$ cat src/verilog/boot_pkg.sv
`default_nettype none

package boot_pkg;

  // TL-UL channel A opcodes, only the two the memory serves
  typedef enum logic [2:0] {
    PutFullData = 3'h0,
    Get         = 3'h4
  } tl_a_op_e;

  // channel D opcodes
  typedef enum logic [2:0] {
    AccessAck     = 3'h0,
    AccessAckData = 3'h1
  } tl_d_op_e;

  typedef struct packed {
    logic        a_valid;
    tl_a_op_e    a_opcode;
    logic [11:0] a_address;
    logic [31:0] a_data;
    logic [3:0]  a_mask;
    logic        d_ready;
  } tl_h2d_t;

  typedef struct packed {
    logic        d_valid;
    tl_d_op_e    d_opcode;
    logic [31:0] d_data;
    logic        d_error;
    logic        a_ready;
  } tl_d2h_t;

  typedef enum logic [2:0] {
    RX_IDLE,
    RX_START,
    RX_DATA,
    RX_STOP,
    RX_CLEANUP
  } rx_state_e;

  typedef enum logic [1:0] {
    BOOT_IDLE,
    BOOT_COLLECT,
    BOOT_WRITE,
    BOOT_DONE
  } boot_state_e;

  // host sends this word to close the program image
  localparam logic [31:0] BOOT_END_WORD = 32'h0000_0FFF;

endpackage

`default_nettype wire

$ cat src/verilog/uart_rx_prog.sv
`timescale 1ns/100ps
`default_nettype none

module uart_rx_prog import boot_pkg::*; (
  input  logic        clk_i,
  input  logic        arst_n_i,
  input  logic        rx_i,
  input  logic [15:0] clks_per_bit_i,
  output logic        rx_dv_o,
  output logic [7:0]  rx_byte_o
);

  rx_state_e   state_q;
  logic        rx_meta_q;
  logic        rx_sync_q;
  logic [15:0] clk_cnt_q;
  logic [2:0]  bit_idx_q;
  logic [7:0]  byte_q;
  logic        dv_q;
  logic [15:0] half_cnt;
  logic [15:0] last_cnt;
  logic        sample_bit;

  // middle of the start bit, then full periods from there
  assign half_cnt   = (clks_per_bit_i - 16'd1) >> 1;
  assign last_cnt   = clks_per_bit_i - 16'd1;
  assign sample_bit = (state_q == RX_DATA) && (clk_cnt_q == last_cnt);

  // line idles high
  always_ff @(posedge clk_i or negedge arst_n_i) begin
    if (!arst_n_i) begin
      rx_meta_q <= 1'b1;
      rx_sync_q <= 1'b1;
    end else begin
      rx_meta_q <= rx_i;
      rx_sync_q <= rx_meta_q;
    end
  end

  always_ff @(posedge clk_i or negedge arst_n_i) begin
    if (!arst_n_i) begin
      state_q   <= RX_IDLE;
      clk_cnt_q <= '0;
      bit_idx_q <= '0;
      dv_q      <= 1'b0;
    end else begin
      dv_q <= 1'b0;
      case (state_q)
        RX_IDLE: begin
          clk_cnt_q <= '0;
          bit_idx_q <= '0;
          if (!rx_sync_q) begin
            state_q <= RX_START;
          end
        end
        RX_START: begin
          if (clk_cnt_q == half_cnt) begin
            clk_cnt_q <= '0;
            // a glitch that is gone by mid-bit is not a start bit
            state_q   <= rx_sync_q ? RX_IDLE : RX_DATA;
          end else begin
            clk_cnt_q <= clk_cnt_q + 16'd1;
          end
        end
        RX_DATA: begin
          if (sample_bit) begin
            clk_cnt_q <= '0;
            bit_idx_q <= bit_idx_q + 3'd1;
            if (bit_idx_q == 3'd7) begin
              state_q <= RX_STOP;
            end
          end else begin
            clk_cnt_q <= clk_cnt_q + 16'd1;
          end
        end
        RX_STOP: begin
          if (clk_cnt_q == last_cnt) begin
            clk_cnt_q <= '0;
            // framing error drops the byte
            dv_q      <= rx_sync_q;
            state_q   <= RX_CLEANUP;
          end else begin
            clk_cnt_q <= clk_cnt_q + 16'd1;
          end
        end
        RX_CLEANUP: state_q <= RX_IDLE;
        default:    state_q <= RX_IDLE;
      endcase
    end
  end

  // lsb first
  always_ff @(posedge clk_i) begin
    if (sample_bit) begin
      byte_q[bit_idx_q] <= rx_sync_q;
    end
  end

  assign rx_dv_o   = dv_q;
  assign rx_byte_o = byte_q;

endmodule

`default_nettype wire
$ cat config.mk
export PLATFORM = sky130hd
export DESIGN_NAME = uart_rx_prog
export DESIGN_NICKNAME = d
export VERILOG_FILES = /design/src/verilog/boot_pkg.sv /design/src/verilog/uart_rx_prog.sv
export SDC_FILE = /design/constraint.sdc
export NUM_CORES = 1
export LEC_CHECK = 0
export ABC_AREA = 0
export BUFFER_PORTS_ARGS = -buffer_cell sky130_fd_sc_hd__buf_2
export CAP_MARGIN = 0
export CORE_UTILIZATION = 39
export CTS_CLUSTER_SIZE = 14
export DETAILED_ROUTE_END_ITERATION = 10
export HOLD_SLACK_MARGIN = 0.06
export SLEW_MARGIN = 20
export SYNTH_ARGS = -nofsm -noshare
export SYNTH_HDL_FRONTEND = slang
export SYNTH_SLANG_ARGS = --single-unit
$ cat constraint.sdc
create_clock -name clk_i -period 5.94 [get_ports clk_i]
set_input_delay 0.891 -clock clk_i [delete_from_list [all_inputs] [get_ports clk_i]]
set_output_delay 0.891 -clock clk_i [all_outputs]
set_load 0.02 [all_outputs]
; Word-level counts from Yosys, hierarchy flattened
; Cells that the tools add are included.
[word_totals]
wordCells = 48
ff_bits = 33
[op_classes]
muxes = 18
n_reduce_logical = 7
n_lt_le_gt_ge = 2
n_eq_ne = 11
add_sub_neg = 3
[ops]
columns = operator, n
row1 = case mux 16 bit (4 select lines), 1
row2 = two-way mux 16 bit, 3
row3 = two-way mux 3 bit, 6
row4 = adder 16 x 1 -> 16 bit (second input constant), 1
row5 = == test 16 x 15 -> 1 bit, 1
row6 = == test 16 bit, 1
row7 = subtractor 16 x 1 -> 16 bit (second input constant), 1
row8 = case mux 3 bit (4 select lines), 1
row9 = bitwise mux 8 bit, 1
row10 = != test 2 bit (second input constant), 4
row11 = == test 3 x 2 -> 1 bit (second input constant), 2
row12 = case mux 3 bit (2 select lines), 1
row13 = AND reduction 5 bit, 1
row14 = less-than comparator 3 x 4 -> 1 bit (second input constant), 1
row15 = nonzero test 4 bit, 1
row16 = adder 3 x 1 -> 3 bit (second input constant), 1
row17 = demux 1 bit (select 3 bit), 1
row18 = == test 3 x 1 -> 1 bit (second input constant), 1
row19 = == test 3 bit (second input constant), 1
row20 = >= comparator 3 x 1 -> 1 bit (second input constant), 1
row21 = logical NOT 3 bit, 1
row22 = two-way mux 1 bit, 3
row23 = logical AND 1 bit, 2
row24 = two-way mux 2 bit, 1
row25 = 3 further kinds, 3

; Depth between registers and ports, before layout
[logic_depth]
ltp_word = 5
mapped_depth = 12
ltp_nobuf = 10

; Least setup slack after synthesis
; OpenSTA, ideal clock, no wires.
[synth_timing]
path_type = input to register
startpoint = input clks_per_bit_i[0]
endpoint = register byte_q[2], in the netlist rx_byte_o[2], enable pin
t_required_ns = 5.625
path_stages = 11
slack_ns = 2.381
t_arrival_ns = 3.244
cell_sequence = inv_1 > ha_1 > nor4b_1 > and4_1 > xor2_1 > xnor2_1 > o2111ai_1 > and4b_1 > clkbuf_1 > nand4b_1 > nor3b_1
[synth_via]
elab_chain_len = 3
[synth_lines]
columns = element, line_no
row1 = "start, declared", uart_rx_prog.sv:8  ; input logic [15:0] clks_per_bit_i,
row2 = subtractor 16 x 1 -> 16 bit, uart_rx_prog.sv:26  ; assign last_cnt = clks_per_bit_i - 16'd1;
row3 = == test 16 bit, uart_rx_prog.sv:27  ; assign sample_bit = (state_q == RX_DATA) && (clk_cnt_q == last_cnt);
row4 = logical AND 1 bit, uart_rx_prog.sv:27
row5 = "end signal, assigned by index", uart_rx_prog.sv:95  ; byte_q[bit_idx_q] <= rx_sync_q;
row6 = "end, declared", uart_rx_prog.sv:18  ; logic [7:0] byte_q;
; Every way passes these cells.
; A chain may end at the register's enable or synchronous reset.

; Worst setup path after layout
[layout_timing]
startpoint = input clks_per_bit_i[0]
endpoint = register clk_cnt_q[7]
[layout_via]
elab_chain_len = 5
[layout_lines]
columns = element, line_no
row1 = subtractor 16 x 1 -> 16 bit *, "uart_rx_prog.sv:25, uart_rx_prog.sv:26"
row2 = == test 16 bit, "uart_rx_prog.sv:27, uart_rx_prog.sv:77"
row3 = logical AND 1 bit, uart_rx_prog.sv:27
row4 = two-way mux 16 bit, uart_rx_prog.sv:66  ; if (sample_bit) begin
row5 = case mux 16 bit (4 select lines) *, uart_rx_prog.sv:48  ; case (state_q)
row6 = "end signal, assigned", uart_rx_prog.sv:62  ; clk_cnt_q <= clk_cnt_q + 16'd1;
row7 = "end signal, assigned", uart_rx_prog.sv:73  ; clk_cnt_q <= clk_cnt_q + 16'd1;
row8 = "end signal, assigned", uart_rx_prog.sv:83  ; clk_cnt_q <= clk_cnt_q + 16'd1;
row9 = "end, declared", uart_rx_prog.sv:16  ; logic [15:0] clk_cnt_q;
; Every way passes the cells marked *; elsewhere a longest branch is shown, timed or not.

==> qor.yml <==
synthesis:
  synthDistinctLibCells: 65
  synth_area_leaders: "dfrtp_1 20%, edfxtp_1 8.2%, xnor2_1 7.2%"
  yosys.area.top_type: "dfrtp_1"
  ys_seq_area_frac: 0.297
  yosys.area.top_type_share: 0.197
  syn_inst: 331
  ys.flop_type: "dfrtp_1"
  synth_area_um2: 2930
  synth_edf_count: 8
  synthArstFlopShare: 0.758
  ys_seq_elements: 33
  yosys_warnings: 0
  synth.most_common_cell: "nand2_1"
  syn_area_per_cell_um2: 8.85
  syn-num-nets: 354
  synth_commonest_cells: "35 x nand2_1, 24 x xnor2_1, 23 x dfrtp_1"
final_layout:
  nets: 357
  syn_to_final_growth_pct: 7.65
  final_area_um2: 3150
  fillCellCount: 736
  fin_cells: 434
  layout-drive-gt1-share: 0.155
  diodes: 0
power:
  ir_drop_v: 0.0000999
  power_density_nw_per_um2: 187
  leakagePower_nw: 1.32
clock_network:
  postCtsHoldBufs: 0
  cts_buffer_depth: 2
  h-tree-depth: 2
  cts_root_buffer: "clkbuf_8"
  clk_pin_slew_worst_paths_ps: 60
  cts_buffers: 5
  post_cts_resized: 0
  cts_post_setup_buffers_inserted: 0
  cts_tree: "done"
  cts_num_sinks: 33
  clock_latency_ps: 280
detailed_routing:
  drt_iter0_drc: 132
  dr.pass1.iters: 4
  vias: 2406
  drc: 0
  wl_mm: 6.64
  wire_per_inst_um: 15.3
  antenna_left: 0
  via_per_inst: 5.54
floorplan:
  dieHeight_um: 88.6
  die-area_um2: 7860
  initial_core_util: 0.404
  core_um2: 7250
  dieWidth_um: 88.6
  ios: 28
  rows: 31
placement:
  place_congestion: 0.819
  post_dp_cell_area_um2: 3050
  dp_hpwl_mm: 4.88
  dp_cells: 426
  io_buffers: 27
setup_path:
  critical_path.endpoint_type: "flop"
  cp-start-kind: "primary input"
  critPathMaxFanout: 10
  cp.arrival_ps: 4060
  ff2ff_setup_slack_ps: 3050
  required_ps: 6070
  path_class: "in2reg"
timing:
  slew_headroom: 0.421
  slew_violations: 0
  finalHoldViolations: 0
  finalSetupViolations: 0
  finalClockSkew_ps: 7.31
  tightest_slew_ps: 869
  timing.fmax_ghz: 0.254
  fin_crit_sh: 0.662
  min_period_ps: 3930
  rsz0062_at_grt: "false"
  tns_ps: 0
grt:
  grt_max_degree: 26
  first_global_vias: 2222
  antenna_found_initial: 0
  grt_pass1_wl_mm: 11.2
  grtUsageTotal: 0.185
  gr-total-overflow: 0
job:
  drv_cap: 0
outcome:
  status: "complete, no violations"
hold_path:
  min_path_type: "reg2reg"
==> worst max-delay path, stage by stage <==
cell	delay, ps
buf_2	120
inv_1	50
ha_1	240
nor4b_1	700
and4_1	400
a21o_1	110
o2111ai_1	120
nor4b_1	510
a21o_1	330
and2_1	460
o41ai_2	120
==> area by class of cell <==
cell class / count / area (um^2) / area share
multi-input cells: 259 / 1880 / 0.598
flip-flops and latches: 33 / 868 / 0.276
inverters: 7 / 26.3 / 0.00834
clock buffers: 6 / 72.6 / 0.0230
repair buffers: 28 / 143 / 0.0453
clock inverters: 2 / 33.8 / 0.0107
well taps: 99 / 124 / 0.0393
==> metrics by stage <==
| step | util | power (mW) | hold WS [ps] | setup WS [ps] |
|---|---|---|---|---|
| final | 0.435 | 0.590 | 356 | 2010 |
| after global routing | 0.435 | 0.619 | 361 | 1700 |
| after CTS | 0.435 | 0.592 | 357 | 2050 |
| after detailed placement | 0.420 | 0.386 | 347 | 1760 |
| after global placement | 0.420 | 0.385 | 348 | 1830 |
| after floorplan | - | 0.357 | 345 | 2380 |
==> cell families after synthesis <==
group	after synthesis	share of synthesized area
simple gates	145	0.285
compound gates	61	0.157
xor+xnor	44	0.165
buf+inv	39	0.0598
flops	33	0.297
mux	5	0.0188
fa+ha+maj	4	0.0171
==> state kept, by name, indices dropped and copies added (netlist names) <==
name	cells
state_q	3
rx_sync_q	1
rx_dv_o	1
bit_idx_q	3
clk_cnt_q	16
rx_meta_q	1
rx_byte_o	8
==> path summary, 6_finish.rpt <==
| kind | end | depth (start not counted) | start |
|---|---|---|---|
| worst max-delay path | clk_cnt_q[7] | 11 | clks_per_bit_i[0] |
| worst min-delay path | rx_sync_q | 0 | rx_meta_q |
| worst max register to register | clk_cnt_q[7] | 8 | clk_cnt_q[10] |
| worst min register to register | rx_sync_q | 0 | rx_meta_q |
| max in group asynchronous | clk_cnt_q[6] | 1 | arst_n_i |
| min in group asynchronous | state_q[0] | 1 | arst_n_i |
==> metal layers <==
layer / global-route usage / wire, um / up-vias
li1: - / - / 1207
met1: 0.276 / 3420 / 1152
met2: 0.283 / 2990 / 41
met3: 0.0280 / 209 / 6
met4: 0.0367 / 24 / 0
met5: 0 / 0 / -
==> cell usage in the layout (no fill, tap or decap), drive strengths merged, types with 5 or more instances in the layout <==
master  count
buf        28
or2         5
xnor2      24
xnor3       6
nor3       11
and4        6
nor3b       6
inv         6
dfrtp      23
clkbuf      6
nand3      11
or3         8
nor2       20
and2        5
a21o        8
nand4       9
a211oi      6
nand2b      5
o21ai      13
xor2       13
nor4b       5
a21oi       9
edfxtp      8
nand2      35
==> power breakdown <==
part / internal [mW] / leakage [nW] / switching (mW)
logic: 0.0569 / 0.890 / 0.0613
registers: 0.242 / 0.379 / 0.0238
clock network: 0.124 / 0.0528 / 0.0822
Power figures use the tool's default switching activity.
