<file path="config.mk">
export PLATFORM = sky130hd
export DESIGN_NAME = boot_loader
export DESIGN_NICKNAME = d
export VERILOG_FILES = /design/src/verilog/boot_pkg.sv /design/src/verilog/boot_loader.sv
export SDC_FILE = /design/constraint.sdc
export NUM_CORES = 1
export LEC_CHECK = 0
export ABC_AREA = 1
export BUFFER_PORTS_ARGS = -buffer_cell sky130_fd_sc_hd__buf_2
export CAP_MARGIN = 20
export CORE_AREA = 4 4 80 82
export DETAILED_ROUTE_END_ITERATION = 6
export DIE_AREA = 0 0 84 86
export SLEW_MARGIN = 20
export SYNTH_ARGS = -nofsm -noshare
export SYNTH_HDL_FRONTEND = slang
export SYNTH_SLANG_ARGS = --single-unit
</file>
<file path="constraint.sdc">
create_clock -name clk_i -period 3.3 [get_ports clk_i]
set_clock_uncertainty 0.1 [all_clocks]
set_input_delay 0.165 -clock clk_i [delete_from_list [all_inputs] [get_ports clk_i]]
set_output_delay 0.165 -clock clk_i [all_outputs]
set_load 0.03 [all_outputs]
</file>
<file path="src/verilog/boot_pkg.sv">
`default_nettype none

package boot_pkg;

  // TL-UL channel A opcodes, only the two the memory serves
  typedef enum logic [2:0] {
    PutFullData = 3'h0,
    Get         = 3'h4
  } tl_a_op_e;

  // channel D opcodes
  typedef enum logic [2:0] {
    AccessAck     = 3'h0,
    AccessAckData = 3'h1
  } tl_d_op_e;

  typedef struct packed {
    logic        a_valid;
    tl_a_op_e    a_opcode;
    logic [11:0] a_address;
    logic [31:0] a_data;
    logic [3:0]  a_mask;
    logic        d_ready;
  } tl_h2d_t;

  typedef struct packed {
    logic        d_valid;
    tl_d_op_e    d_opcode;
    logic [31:0] d_data;
    logic        d_error;
    logic        a_ready;
  } tl_d2h_t;

  typedef enum logic [2:0] {
    RX_IDLE,
    RX_START,
    RX_DATA,
    RX_STOP,
    RX_CLEANUP
  } rx_state_e;

  typedef enum logic [1:0] {
    BOOT_IDLE,
    BOOT_COLLECT,
    BOOT_WRITE,
    BOOT_DONE
  } boot_state_e;

  // host sends this word to close the program image
  localparam logic [31:0] BOOT_END_WORD = 32'h0000_0FFF;

endpackage

`default_nettype wire

</file>
<file path="src/verilog/boot_loader.sv">
`timescale 1ns/100ps
`default_nettype none

module boot_loader import boot_pkg::*; #(
  parameter int MemWords = 256
) (
  input  logic                        clk_i,
  input  logic                        arst_n_i,
  input  logic                        prog_i,
  input  logic                        rx_dv_i,
  input  logic [7:0]                  rx_byte_i,
  output logic                        we_o,
  output logic [$clog2(MemWords)-1:0] addr_o,
  output logic [31:0]                 wdata_o,
  output logic                        prog_rst_n_o
);

  localparam int AddrW = $clog2(MemWords);

  boot_state_e      state_q;
  logic             prog_q;
  logic             prog_rise;
  logic [1:0]       byte_cnt_q;
  logic [31:0]      word_q;
  logic [31:0]      word_next;
  logic [AddrW-1:0] addr_q;
  logic             prog_rst_n_q;

  assign prog_rise = prog_i & ~prog_q;
  // little-endian, so the newest byte enters at the top
  assign word_next = {rx_byte_i, word_q[31:8]};

  always_ff @(posedge clk_i) begin
    if (rx_dv_i && (state_q == BOOT_COLLECT)) begin
      word_q <= word_next;
    end
  end

  always_ff @(posedge clk_i or negedge arst_n_i) begin
    if (!arst_n_i) begin
      state_q      <= BOOT_IDLE;
      prog_q       <= 1'b0;
      byte_cnt_q   <= '0;
      addr_q       <= '0;
      prog_rst_n_q <= 1'b1;
    end else begin
      prog_q <= prog_i;
      case (state_q)
        BOOT_IDLE, BOOT_DONE: begin
          if (prog_rise) begin
            addr_q       <= '0;
            byte_cnt_q   <= '0;
            prog_rst_n_q <= 1'b0;
            state_q      <= BOOT_COLLECT;
          end
        end
        BOOT_COLLECT: begin
          if (rx_dv_i) begin
            byte_cnt_q <= byte_cnt_q + 2'd1;
            if (byte_cnt_q == 2'd3) begin
              // end marker is never stored
              if (word_next == BOOT_END_WORD) begin
                prog_rst_n_q <= 1'b1;
                state_q      <= BOOT_DONE;
              end else begin
                state_q <= BOOT_WRITE;
              end
            end
          end
        end
        BOOT_WRITE: begin
          // wraps past the last word
          addr_q  <= addr_q + 1'b1;
          state_q <= BOOT_COLLECT;
        end
        default: state_q <= BOOT_IDLE;
      endcase
    end
  end

  assign we_o         = (state_q == BOOT_WRITE);
  assign addr_o       = addr_q;
  assign wdata_o      = word_q;
  assign prog_rst_n_o = prog_rst_n_q;

endmodule

`default_nettype wire

</file>
# --- After elaboration in Yosys (flattened, before gate mapping) ---
# Index checks and enable logic that the tools add are counted.
# Widths: inputs -> output; s select.
word_totals:
  latchBits: 0
  n_memories: 0
  input_bits: 12
  ff_bits: 46
  rom_bits: 0
  ramBits: 0
op_classes:
  div: 0
  n_eq_ne: 9
  n_bitwise: 2
  mul: 0
  addsub: 2
  n_reduce_logical: 9
  mux: 15
  shifts: 0
  order_cmp: 0
ops:
  columns: ["operator", "n"]
  rows:
  - ["$eq 32x12->1 const B", 1]
  - ["$pmux 8 s2", 1]
  - ["$mux 2", 5]
  - ["$add 8x1->8 const B", 1]
  - ["$mux 8", 1]
  - ["$eq 2x2->1 const B", 3]
  - ["$pmux 2 s3", 1]
  - ["$reduce_and 3->1", 2]
  - ["$mux 1", 5]
  - ["$reduce_and 5->1", 1]
  - ["$ne 2x1->1 const B", 2]
  - ["$ne 2x2->1 const B", 2]
  - ["$pmux 2 s2", 1]
  - ["$reduce_bool 2->1", 2]
  - ["$add 2x1->2 const B", 1]
  - ["$eq 2x1->1 const B", 1]
  - ["$logic_not 2->1", 1]
  - ["$pmux 1 s2", 1]
  - ["$reduce_and 2->1", 1]
  - ["$reduce_or 2->1", 1]
  - ["$and 1x1->1", 1]
  - ["$logic_and 1x1->1", 1]
  - ["$not 1->1", 1]

# --- Logic depth before layout (Yosys ltp) ---
# Gate-level depths: netlist of run 1.
depth:
  word_depth: 5
  mapped_depth: 10

# --- Worst setup path after synthesis of run 1 ---
# Ideal clock, no wire load.
synth_timing:
  kind: "flip-flop to flip-flop"
  startpoint: "register state_q[1]"
  endpoint: "register word_q[0], in the netlist wdata_o[0], enable pin"
  stages_incl_launch_ff: 5
  path_slack_ns: 1.460
  arrival_ns: 1.352
  setup_time_ns: 0.387
  synth_period_minus_slack_ns: 1.840
  n_path_buf: 0
  path_cell_list: "dfrtp_1 inv_1 ha_1 nand2_1 inv_1"
synth_via:
  elab_chain_len: 2
synth_rtl:
  columns: ["element", "line_no", "rtl"]
  rows:
  - ["start: declaration", "boot_loader.sv:20", "boot_state_e state_q;"]
  - ["start signal: assignment", "boot_loader.sv:41", "state_q <= BOOT_IDLE;"]
  - ["start signal: assignment", "boot_loader.sv:54", "state_q <= BOOT_COLLECT;"]
  - ["start signal: assignment", "boot_loader.sv:64", "state_q <= BOOT_DONE;"]
  - ["$eq 2x1->1", "boot_loader.sv:34", "if (rx_dv_i && (state_q == BOOT_COLLECT)) begin"]
  - ["$logic_and 1x1->1", "boot_loader.sv:34", null]
  - ["end signal: assignment", "boot_loader.sv:35", "word_q <= word_next;"]
  - ["end: declaration", "boot_loader.sv:24", "logic [31:0] word_q;"]
# No other way between the ends.
# A chain may end at the register's enable or synchronous reset.

# --- Worst setup path after layout of run 1 ---
layout_timing:
  startpoint: "register state_q[0]"
  endpoint: "register addr_q[4], in the netlist addr_o[4]"
layout_via:
  elab_chain_len: 4
  word_cells_on_any_way: 8
  classes_between: "3 x eq/ne; 1 x mux; 4 x reduce/logical"
layout_rtl:
  columns: ["element", "line_no", "rtl"]
  rows:
  - ["$eq 2x2->1 or $logic_not 2->1 (tied branches)", "boot_loader.sv:48", "case (state_q)"]
  - ["$reduce_or 2->1", "boot_loader.sv:48", null]
  - ["$ne 2x2->1 (no source line) or $reduce_bool 2->1 (tied branches)", null, null]
  - ["$reduce_and 2->1 (no source line)", null, null]
  - ["end signal: assignment", "boot_loader.sv:73", "addr_q <= addr_q + 1'b1;"]
  - ["end: declaration", "boot_loader.sv:26", "logic [AddrW-1:0] addr_q;"]
# Parallel ways exist; a longest one is shown, timed or not.

==> metrics.txt, run 1 <==
# TYPE chip_impl_metric gauge
chip_impl_info{name="run_status",value="completed"} 1
chip_impl_metric{name="via_total_after_detailed_routing",unit=""} 1451
chip_impl_info{name="r2r-start",value="state_q[0]$_DFFE_PN0P_"} 1
chip_impl_metric{name="ys.warnings.count",unit=""} 0
chip_impl_metric{name="total_setup_buffers_inserted_after_cts",unit=""} 0
chip_impl_metric{name="cts-root-to-sink-buffers",unit=""} 2
chip_impl_info{name="synth_top_cells_by_count",value="sky130_fd_sc_hd__nand2_1 (43), sky130_fd_sc_hd__edfxtp_1 (32), sky130_fd_sc_hd__inv_1 (31)"} 1
chip_impl_metric{name="design_power_total",unit="uW"} 1830
chip_impl_metric{name="final.setup.worst_slack",unit="ns"} 1.62
chip_impl_metric{name="synth_nets",unit=""} 202
chip_impl_metric{name="finalCritPeriodShare",unit="%"} 50.9
chip_impl_metric{name="clk_transition_reported_paths",unit="ns"} 0.08
chip_impl_info{name="most_instantiated_library_cell_after_synthesis",value="sky130_fd_sc_hd__nand2_1"} 1
chip_impl_metric{name="layout-drive-gt1-share",unit="%"} 26.7
chip_impl_info{name="cts-root-buf",value="sky130_fd_sc_hd__clkbuf_8"} 1
chip_impl_metric{name="antenna_found_initial",unit=""} 0
chip_impl_metric{name="finalWorstPathRequiredPeriod",unit="ns"} 1.68
chip_impl_metric{name="maxCapViolCount",unit=""} 0
chip_impl_metric{name="final_hold_violation_count",unit=""} 0
chip_impl_metric{name="die-area",unit="um2"} 7220
chip_impl_metric{name="synth-seq-area-share",unit="%"} 67.1
chip_impl_metric{name="ant_nets",unit=""} 0
chip_impl_metric{name="yosys_register_bits",unit=""} 46
chip_impl_metric{name="initial_utilization",unit="%"} 34.0
chip_impl_metric{name="synthDistinctLibCells",unit=""} 21
chip_impl_metric{name="routed_wl",unit="um"} 3800
chip_impl_metric{name="critPathRequiredTime",unit="ns"} 3.39
chip_impl_metric{name="dieHeight",unit="um"} 86
chip_impl_metric{name="achievable-frequency",unit="MHz"} 595
chip_impl_metric{name="core_area",unit="um2"} 5750
chip_impl_info{name="timing_worst_setup_path_type",value="register to register"} 1
chip_impl_metric{name="cp_data_arrival_time",unit="ns"} 1.77
chip_impl_metric{name="globalplace.congestion",unit=""} 0.771
chip_impl_metric{name="maximum_fanout_along_the_worst_path",unit=""} 6
chip_impl_metric{name="drc_viols",unit=""} 0
chip_impl_metric{name="grt_start_max_net_pins",unit=""} 33
chip_impl_metric{name="power.ir.vdd_worst",unit="uV"} 236
chip_impl_metric{name="syn2layout_area_growth",unit="%"} 28.3
chip_impl_metric{name="pin_count",unit=""} 54
chip_impl_metric{name="place_worst_setup_slack",unit="ns"} 1.63
chip_impl_metric{name="finalSetupViolations",unit=""} 0
chip_impl_metric{name="synthesis.area",unit="um2"} 1960
chip_impl_metric{name="drtIter0Drc",unit=""} 32
chip_impl_metric{name="cellPowerDensity",unit="nW/um2"} 731
chip_impl_info{name="cts_tree",value="yes"} 1
chip_impl_info{name="rsz_0062_raised_after_global_routing",value="false"} 1
chip_impl_metric{name="synth_edf_count",unit=""} 32
chip_impl_metric{name="detail_route.wl_per_cell",unit="um"} 11.4
chip_impl_metric{name="routed_via_density",unit=""} 4.36
chip_impl_metric{name="max_slew.worst_pin.slew",unit="ns"} 0.388
chip_impl_info{name="post-synth-top-area-cell",value="sky130_fd_sc_hd__edfxtp_1"} 1
chip_impl_metric{name="site_rows",unit=""} 28
chip_impl_metric{name="globalRoute.totalOverflow",unit=""} 0
chip_impl_metric{name="detailed_place_hpwl",unit="um"} 2860
chip_impl_metric{name="grt_usage",unit="%"} 11.0
chip_impl_metric{name="chipWidth",unit="um"} 84
chip_impl_metric{name="buffer_ports.inserted",unit=""} 53
chip_impl_metric{name="asyncSetResetFlopFracSynth",unit="%"} 30.4
chip_impl_info{name="min-delay-start",value="rx_dv_i"} 1
chip_impl_metric{name="synth_area_per_cell",unit="um2"} 10.5
chip_impl_info{name="critical_path.startpoint",value="state_q[0]$_DFFE_PN0P_"} 1
chip_impl_metric{name="number_of_clock_buffers_inserted_by_tritoncts",unit=""} 5
chip_impl_metric{name="clock_sinks",unit=""} 46
chip_impl_info{name="critical_path_launch_point_type",value="register"} 1
chip_impl_metric{name="insertion_delay",unit="ns"} 0.29
chip_impl_metric{name="nNetsFinal",unit=""} 273
chip_impl_info{name="worstSetupEndpointType",value="register"} 1
chip_impl_metric{name="setup_tns",unit="ns"} 0
chip_impl_metric{name="htreeDepth",unit=""} 2
chip_impl_metric{name="p_leak",unit="uW"} 0.00113
chip_impl_info{name="ys_dominant_reg_cell",value="sky130_fd_sc_hd__edfxtp_1"} 1
chip_impl_info{name="hold_path.class",value="input pin to register"} 1
chip_impl_metric{name="slew_violations",unit=""} 0
chip_impl_metric{name="antennaDiodeCount",unit=""} 0
chip_impl_metric{name="syn_inst",unit=""} 186
chip_impl_metric{name="synth_top_cell_area_share",unit="%"} 49.1
chip_impl_metric{name="slew-limit-headroom",unit="%"} 74.1
chip_impl_metric{name="detailedRoute.firstPassIterationCount",unit=""} 4
chip_impl_info{name="netlist_top_cells_area",value="sky130_fd_sc_hd__edfxtp_1 (49%), sky130_fd_sc_hd__dfrtp_1 (17%), sky130_fd_sc_hd__nand2_1 (8.3%)"} 1
chip_impl_metric{name="grt_pass1_wl",unit="um"} 6320
chip_impl_metric{name="grt_pass1_vias",unit=""} 1382
## critical path, cell delays in order (launching register included)
cell                      delay [ns]
sky130_fd_sc_hd__dfrtp_1        0.35
sky130_fd_sc_hd__inv_1          0.06
sky130_fd_sc_hd__ha_1           0.35
sky130_fd_sc_hd__nand2_2        0.15
sky130_fd_sc_hd__o21ai_2        0.12
sky130_fd_sc_hd__inv_2          0.11
sky130_fd_sc_hd__nand2_2        0.05
sky130_fd_sc_hd__nor2_2         0.12
sky130_fd_sc_hd__nand2_1        0.06
sky130_fd_sc_hd__nand2_1        0.07
sky130_fd_sc_hd__a21oi_2        0.03
## flip-flops by register name (all words and copies together), names as in the netlist
name          cells
addr_o            8
byte_cnt_q        2
prog_q            1
prog_rst_n_o      1
state_q           2
wdata_o          32
## per-stage QoR
| step | util (%) | area, um2 | hold WS, ns | std cells |
|---|---|---|---|---|
| final | 43.7 | 2510 | 0.145 | 333 |
| after detailed placement | 40.4 | 2320 | -0.0130 | 315 |
| after global routing | 43.7 | 2510 | 0.156 | 333 |
| after global placement | 40.4 | 2320 | -0.0188 | 315 |
| after floorplan | - | 1960 | -0.231 | 186 |
| after CTS | 43.7 | 2510 | 0.137 | 333 |
## metal layers
layer | vias up | global-route usage [%] | wire (um)
li1 | 751 | - | -
met1 | 655 | 13.4 | 1750
met2 | 38 | 17.9 | 1750
met3 | 7 | 4.13 | 230
met4 | 0 | 3.95 | 65
met5 | - | 0 | 0
## report_power, final
part	internal [uW]	switching (uW)
sequential	770	74.8
combinational	178	477
clock	150	185
total	1100	737
## kinds of logic after synthesis
group / Yosys count / synth area share [%]
xor+xnor: 1 / 0.448
compound gates: 15 / 4.54
buf+inv: 32 / 6.14
simple gates: 88 / 19.2
flops: 46 / 67.1
fa+ha+maj: 4 / 2.56
## final cells by class
| class | instances | area [um2] |
|---|---|---|
| fillers | 579 | 3240 |
| flip-flops and latches | 46 | 1310 |
| multi-input cells | 108 | 523 |
| repair buffers | 64 | 373 |
| inverters | 32 | 120 |
| well taps | 75 | 93.8 |
| clock buffers | 6 | 72.6 |
| clock inverters | 2 | 13.8 |
## path summary, 6_finish.rpt
| check | to | slack [ns] | cells after the start |
|---|---|---|---|
| hold / removal | byte_cnt_q[0]$_DFFE_PN0P_ | 0.14 | 3 |
| min in group asynchronous | addr_o[3]$_DFFE_PN0P_ | 0.19 | 2 |
| setup reg to reg | addr_o[4]$_DFFE_PN0P_ | 1.62 | 10 |
| setup / recovery | addr_o[4]$_DFFE_PN0P_ | 1.62 | 10 |
| max in group asynchronous | prog_rst_n_o$_DFFE_PN1P_ | 2.61 | 2 |
| hold reg to reg | prog_rst_n_o$_DFFE_PN1P_ | 0.36 | 2 |
## cell usage in the layout, fill, tap and decap left out, types with 2 or more instances in the layout
cell type                       Yosys  final
sky130_fd_sc_hd__inv_1             31     31
sky130_fd_sc_hd__nor2_1            23     23
sky130_fd_sc_hd__clkbuf_8           0      5
sky130_fd_sc_hd__o21ai_2            2      2
sky130_fd_sc_hd__o21ai_1            2      2
sky130_fd_sc_hd__ha_1               4      4
sky130_fd_sc_hd__nand4_1            9      9
sky130_fd_sc_hd__nand2_1           43     43
sky130_fd_sc_hd__dfrtp_1           13     13
sky130_fd_sc_hd__edfxtp_1          32     32
sky130_fd_sc_hd__nand2_2            2      2
sky130_fd_sc_hd__buf_2              0     53
sky130_fd_sc_hd__nand3_1            7      7
sky130_fd_sc_hd__nor3_1             2      2
sky130_fd_sc_hd__a21oi_1            4      4
sky130_fd_sc_hd__dlygate4sd3_1      0     10
sky130_fd_sc_hd__o21ai_0            5      5
## timing repair
action	4_1_cts	5_1_grt
gates resized for setup	0	0
hold buffers	10	0
endpoints found under the hold margin	23	0
No activity file was read; power rests on OpenSTA's default activity.
==> run 2: changes to the inputs <==
- clock period: 3.3 -> 1.64 ns (I/O delays scaled with it)
==> metrics.txt, run 2 (same netlist as run 1, synthesis figures left out) <==
# TYPE chip_impl_metric gauge
chip_impl_metric{name="pin_count",unit=""} 54
chip_impl_info{name="crit_chain",value="inv_2 > ha_4 > o21ai_4 > inv_2 > buf_4 > buf_4 > a21oi_1"} 1
chip_impl_metric{name="dr_wl_met3",unit="um"} 218
chip_impl_metric{name="cts-root-to-sink-buffers",unit=""} 2
chip_impl_metric{name="insertion_delay",unit="ns"} 0.30
chip_impl_metric{name="max_reg_flops",unit=""} 32
chip_impl_metric{name="core_area",unit="um2"} 5750
chip_impl_metric{name="routed_via_density",unit=""} 4.43
chip_impl_metric{name="achievable-frequency",unit="MHz"} 648
chip_impl_info{name="cpMaxStageDelayCell",value="sky130_fd_sc_hd__dfrtp_1"} 1
chip_impl_metric{name="syn2layout_area_growth",unit="%"} 35.1
chip_impl_metric{name="slew-limit-headroom",unit="%"} 78.5
chip_impl_metric{name="routed_wl",unit="um"} 4040
chip_impl_metric{name="via_total_after_detailed_routing",unit=""} 1507
chip_impl_metric{name="grt_start_max_net_pins",unit=""} 23
chip_impl_metric{name="initial_utilization",unit="%"} 34.0
chip_impl_metric{name="maxCapViolCount",unit=""} 0
chip_impl_metric{name="clk_transition_reported_paths",unit="ns"} 0.09
chip_impl_metric{name="place_area",unit="um2"} 2350
chip_impl_metric{name="buffer_ports.inserted",unit=""} 53
chip_impl_metric{name="clock_sinks",unit=""} 46
chip_impl_metric{name="dieHeight",unit="um"} 86
chip_impl_metric{name="filler_instances",unit=""} 557
chip_impl_metric{name="finalSetupViolations",unit=""} 0
chip_impl_metric{name="detailed_place_hpwl",unit="um"} 3010
chip_impl_metric{name="globalplace.congestion",unit=""} 0.797
chip_impl_metric{name="drtIter0Drc",unit=""} 60
chip_impl_metric{name="finalCritPeriodShare",unit="%"} 94.1
chip_impl_info{name="dr.max_layer_used",value="met4"} 1
chip_impl_info{name="layout.cells.most_common_list",value="sky130_fd_sc_hd__buf_2 (53), sky130_fd_sc_hd__nand2_1 (43), sky130_fd_sc_hd__edfxtp_1 (32)"} 1
chip_impl_metric{name="cp_slowest_stage_delay",unit="ns"} 0.40
chip_impl_metric{name="die-area",unit="um2"} 7220
chip_impl_metric{name="max_slew.worst_pin.slew",unit="ns"} 0.322
chip_impl_metric{name="grt_usage",unit="%"} 11.7
chip_impl_info{name="layout_commonest_cell",value="sky130_fd_sc_hd__buf_2"} 1
chip_impl_metric{name="globalRoute.totalOverflow",unit=""} 0
chip_impl_info{name="timing_worst_setup_path_type",value="register to register"} 1
chip_impl_metric{name="layout.cell_area.non_filler",unit="um2"} 2640
chip_impl_info{name="hold_path.class",value="input pin to register"} 1
chip_impl_metric{name="detailedRoute.firstPassIterationCount",unit=""} 4
chip_impl_metric{name="maximum_fanout_along_the_worst_path",unit=""} 5
chip_impl_metric{name="site_rows",unit=""} 28
chip_impl_metric{name="p_leak",unit="uW"} 0.00117
chip_impl_info{name="critical_path_launch_point_type",value="register"} 1
chip_impl_metric{name="layout-drive-gt1-share",unit="%"} 31.3
chip_impl_metric{name="nNetsFinal",unit=""} 280
chip_impl_metric{name="ant_nets",unit=""} 0
chip_impl_metric{name="htreeDepth",unit=""} 2
chip_impl_info{name="cts-root-buf",value="sky130_fd_sc_hd__clkbuf_8"} 1
chip_impl_metric{name="worstPathBufferInverterCount",unit=""} 4
chip_impl_metric{name="final_hold_violation_count",unit=""} 0
chip_impl_metric{name="slew_violations",unit=""} 0
chip_impl_info{name="worstSetupEndpointType",value="register"} 1
chip_impl_metric{name="grt_pass1_wl",unit="um"} 6800
chip_impl_metric{name="cellPowerDensity",unit="nW/um2"} 1610
chip_impl_metric{name="met2_wirelength",unit="um"} 1990
chip_impl_metric{name="fin_hold_ws",unit="ns"} 0.0904
chip_impl_metric{name="finalCoreUtilization",unit="%"} 46.0
chip_impl_metric{name="setup_tns",unit="ns"} 0
chip_impl_metric{name="drc_viols",unit=""} 0
chip_impl_info{name="run_status",value="completed"} 1
chip_impl_metric{name="number_of_clock_buffers_inserted_by_tritoncts",unit=""} 5
chip_impl_metric{name="detail_route.wl_per_cell",unit="um"} 11.9
chip_impl_metric{name="met1_length",unit="um"} 1770
chip_impl_metric{name="power.ir.vdd_worst",unit="uV"} 579
chip_impl_metric{name="critPathRequiredTime",unit="ns"} 1.77
chip_impl_metric{name="antennaDiodeCount",unit=""} 0
chip_impl_info{name="cts_tree",value="yes"} 1
chip_impl_metric{name="grt_pass1_vias",unit=""} 1480
chip_impl_info{name="path_delay_family",value="buffers and inverters"} 1
chip_impl_metric{name="finalWorstPathRequiredPeriod",unit="ns"} 1.54
chip_impl_metric{name="cp_data_arrival_time",unit="ns"} 1.67
chip_impl_metric{name="antenna_found_initial",unit=""} 0
chip_impl_metric{name="chipWidth",unit="um"} 84
==> run 2: cell types whose count changed in the layout (fill, tap and decap cells not counted), moves of 2 or more <==
cell                     previous run  this run
sky130_fd_sc_hd__buf_4              1         7
sky130_fd_sc_hd__ha_1               4         2
sky130_fd_sc_hd__inv_1             31        29
sky130_fd_sc_hd__nor2_1            23        21
==> run 2: area by class of cell <==
class                      count  area [um2]  share of cell area, %
sequential                    46        1310                   49.7
multi-input combinational    108         561                   21.2
timing repair buffer          71         438                   16.6
inverter                      32         124                   4.69
tap                           75        93.8                   3.55
clock buffer                   5        68.8                   2.61
clock inverter                 3        43.8                   1.66
==> run 2: per-stage QoR <==
stage / setup WS, ns / total power [uW] / cells
floorplan: -0.0157 / 2690 / 186
global placement: 0.0380 / 3080 / 316
detailed placement: -0.0157 / 3100 / 316
CTS: 0.00160 / 4020 / 335
global route: -0.0136 / 4520 / 340
finish: 0.0965 / 4240 / 340
==> run 2: final timing paths <==
check                      cells past startpoint                     start  slack, ns                   endpoint
setup / recovery                               7    state_q[0]$_DFFE_PN0P_        0.1      addr_o[0]$_DFFE_PN0P_
hold / removal                                 3                   rx_dv_i       0.09  byte_cnt_q[0]$_DFFE_PN0P_
setup reg to reg                               7    state_q[0]$_DFFE_PN0P_        0.1      addr_o[0]$_DFFE_PN0P_
hold reg to reg                                2  prog_rst_n_o$_DFFE_PN1P_       0.38   prog_rst_n_o$_DFFE_PN1P_
max in group asynchronous                      2                  arst_n_i       1.05   prog_rst_n_o$_DFFE_PN1P_
min in group asynchronous                      2                  arst_n_i       0.10      addr_o[5]$_DFFE_PN0P_
==> run 2: power breakdown <==
| group | total, uW | leakage (uW) | switching (uW) | internal [uW] |
|---|---|---|---|---|
| Combinational | 1680 | 0.000637 | 1060 | 617 |
| Clock | 850 | 0.0000585 | 393 | 457 |
| Sequential | 1710 | 0.000479 | 166 | 1550 |
==> run 2: per-layer routing <==
layer	GRT usage, %	up-vias
li1	-	769
met5	0	-
met3	2.69	6
met4	4.39	0
met2	20.0	42
met1	14.6	690
==> run 2: repair_timing <==
item,4_1_cts,5_1_grt
hold buffers,10,0
gates resized for setup,1,7
buffers inserted,1,5
hold endpoints to repair,23,0
setup endpoints to repair,2,8
pin swaps,0,2
==> run 2: worst min-delay path, delay by kind of cell <==
kind                   cells  cell delay, ns
AOI/OAI and AO/OA          2            0.25
buffers and inverters      1            0.11
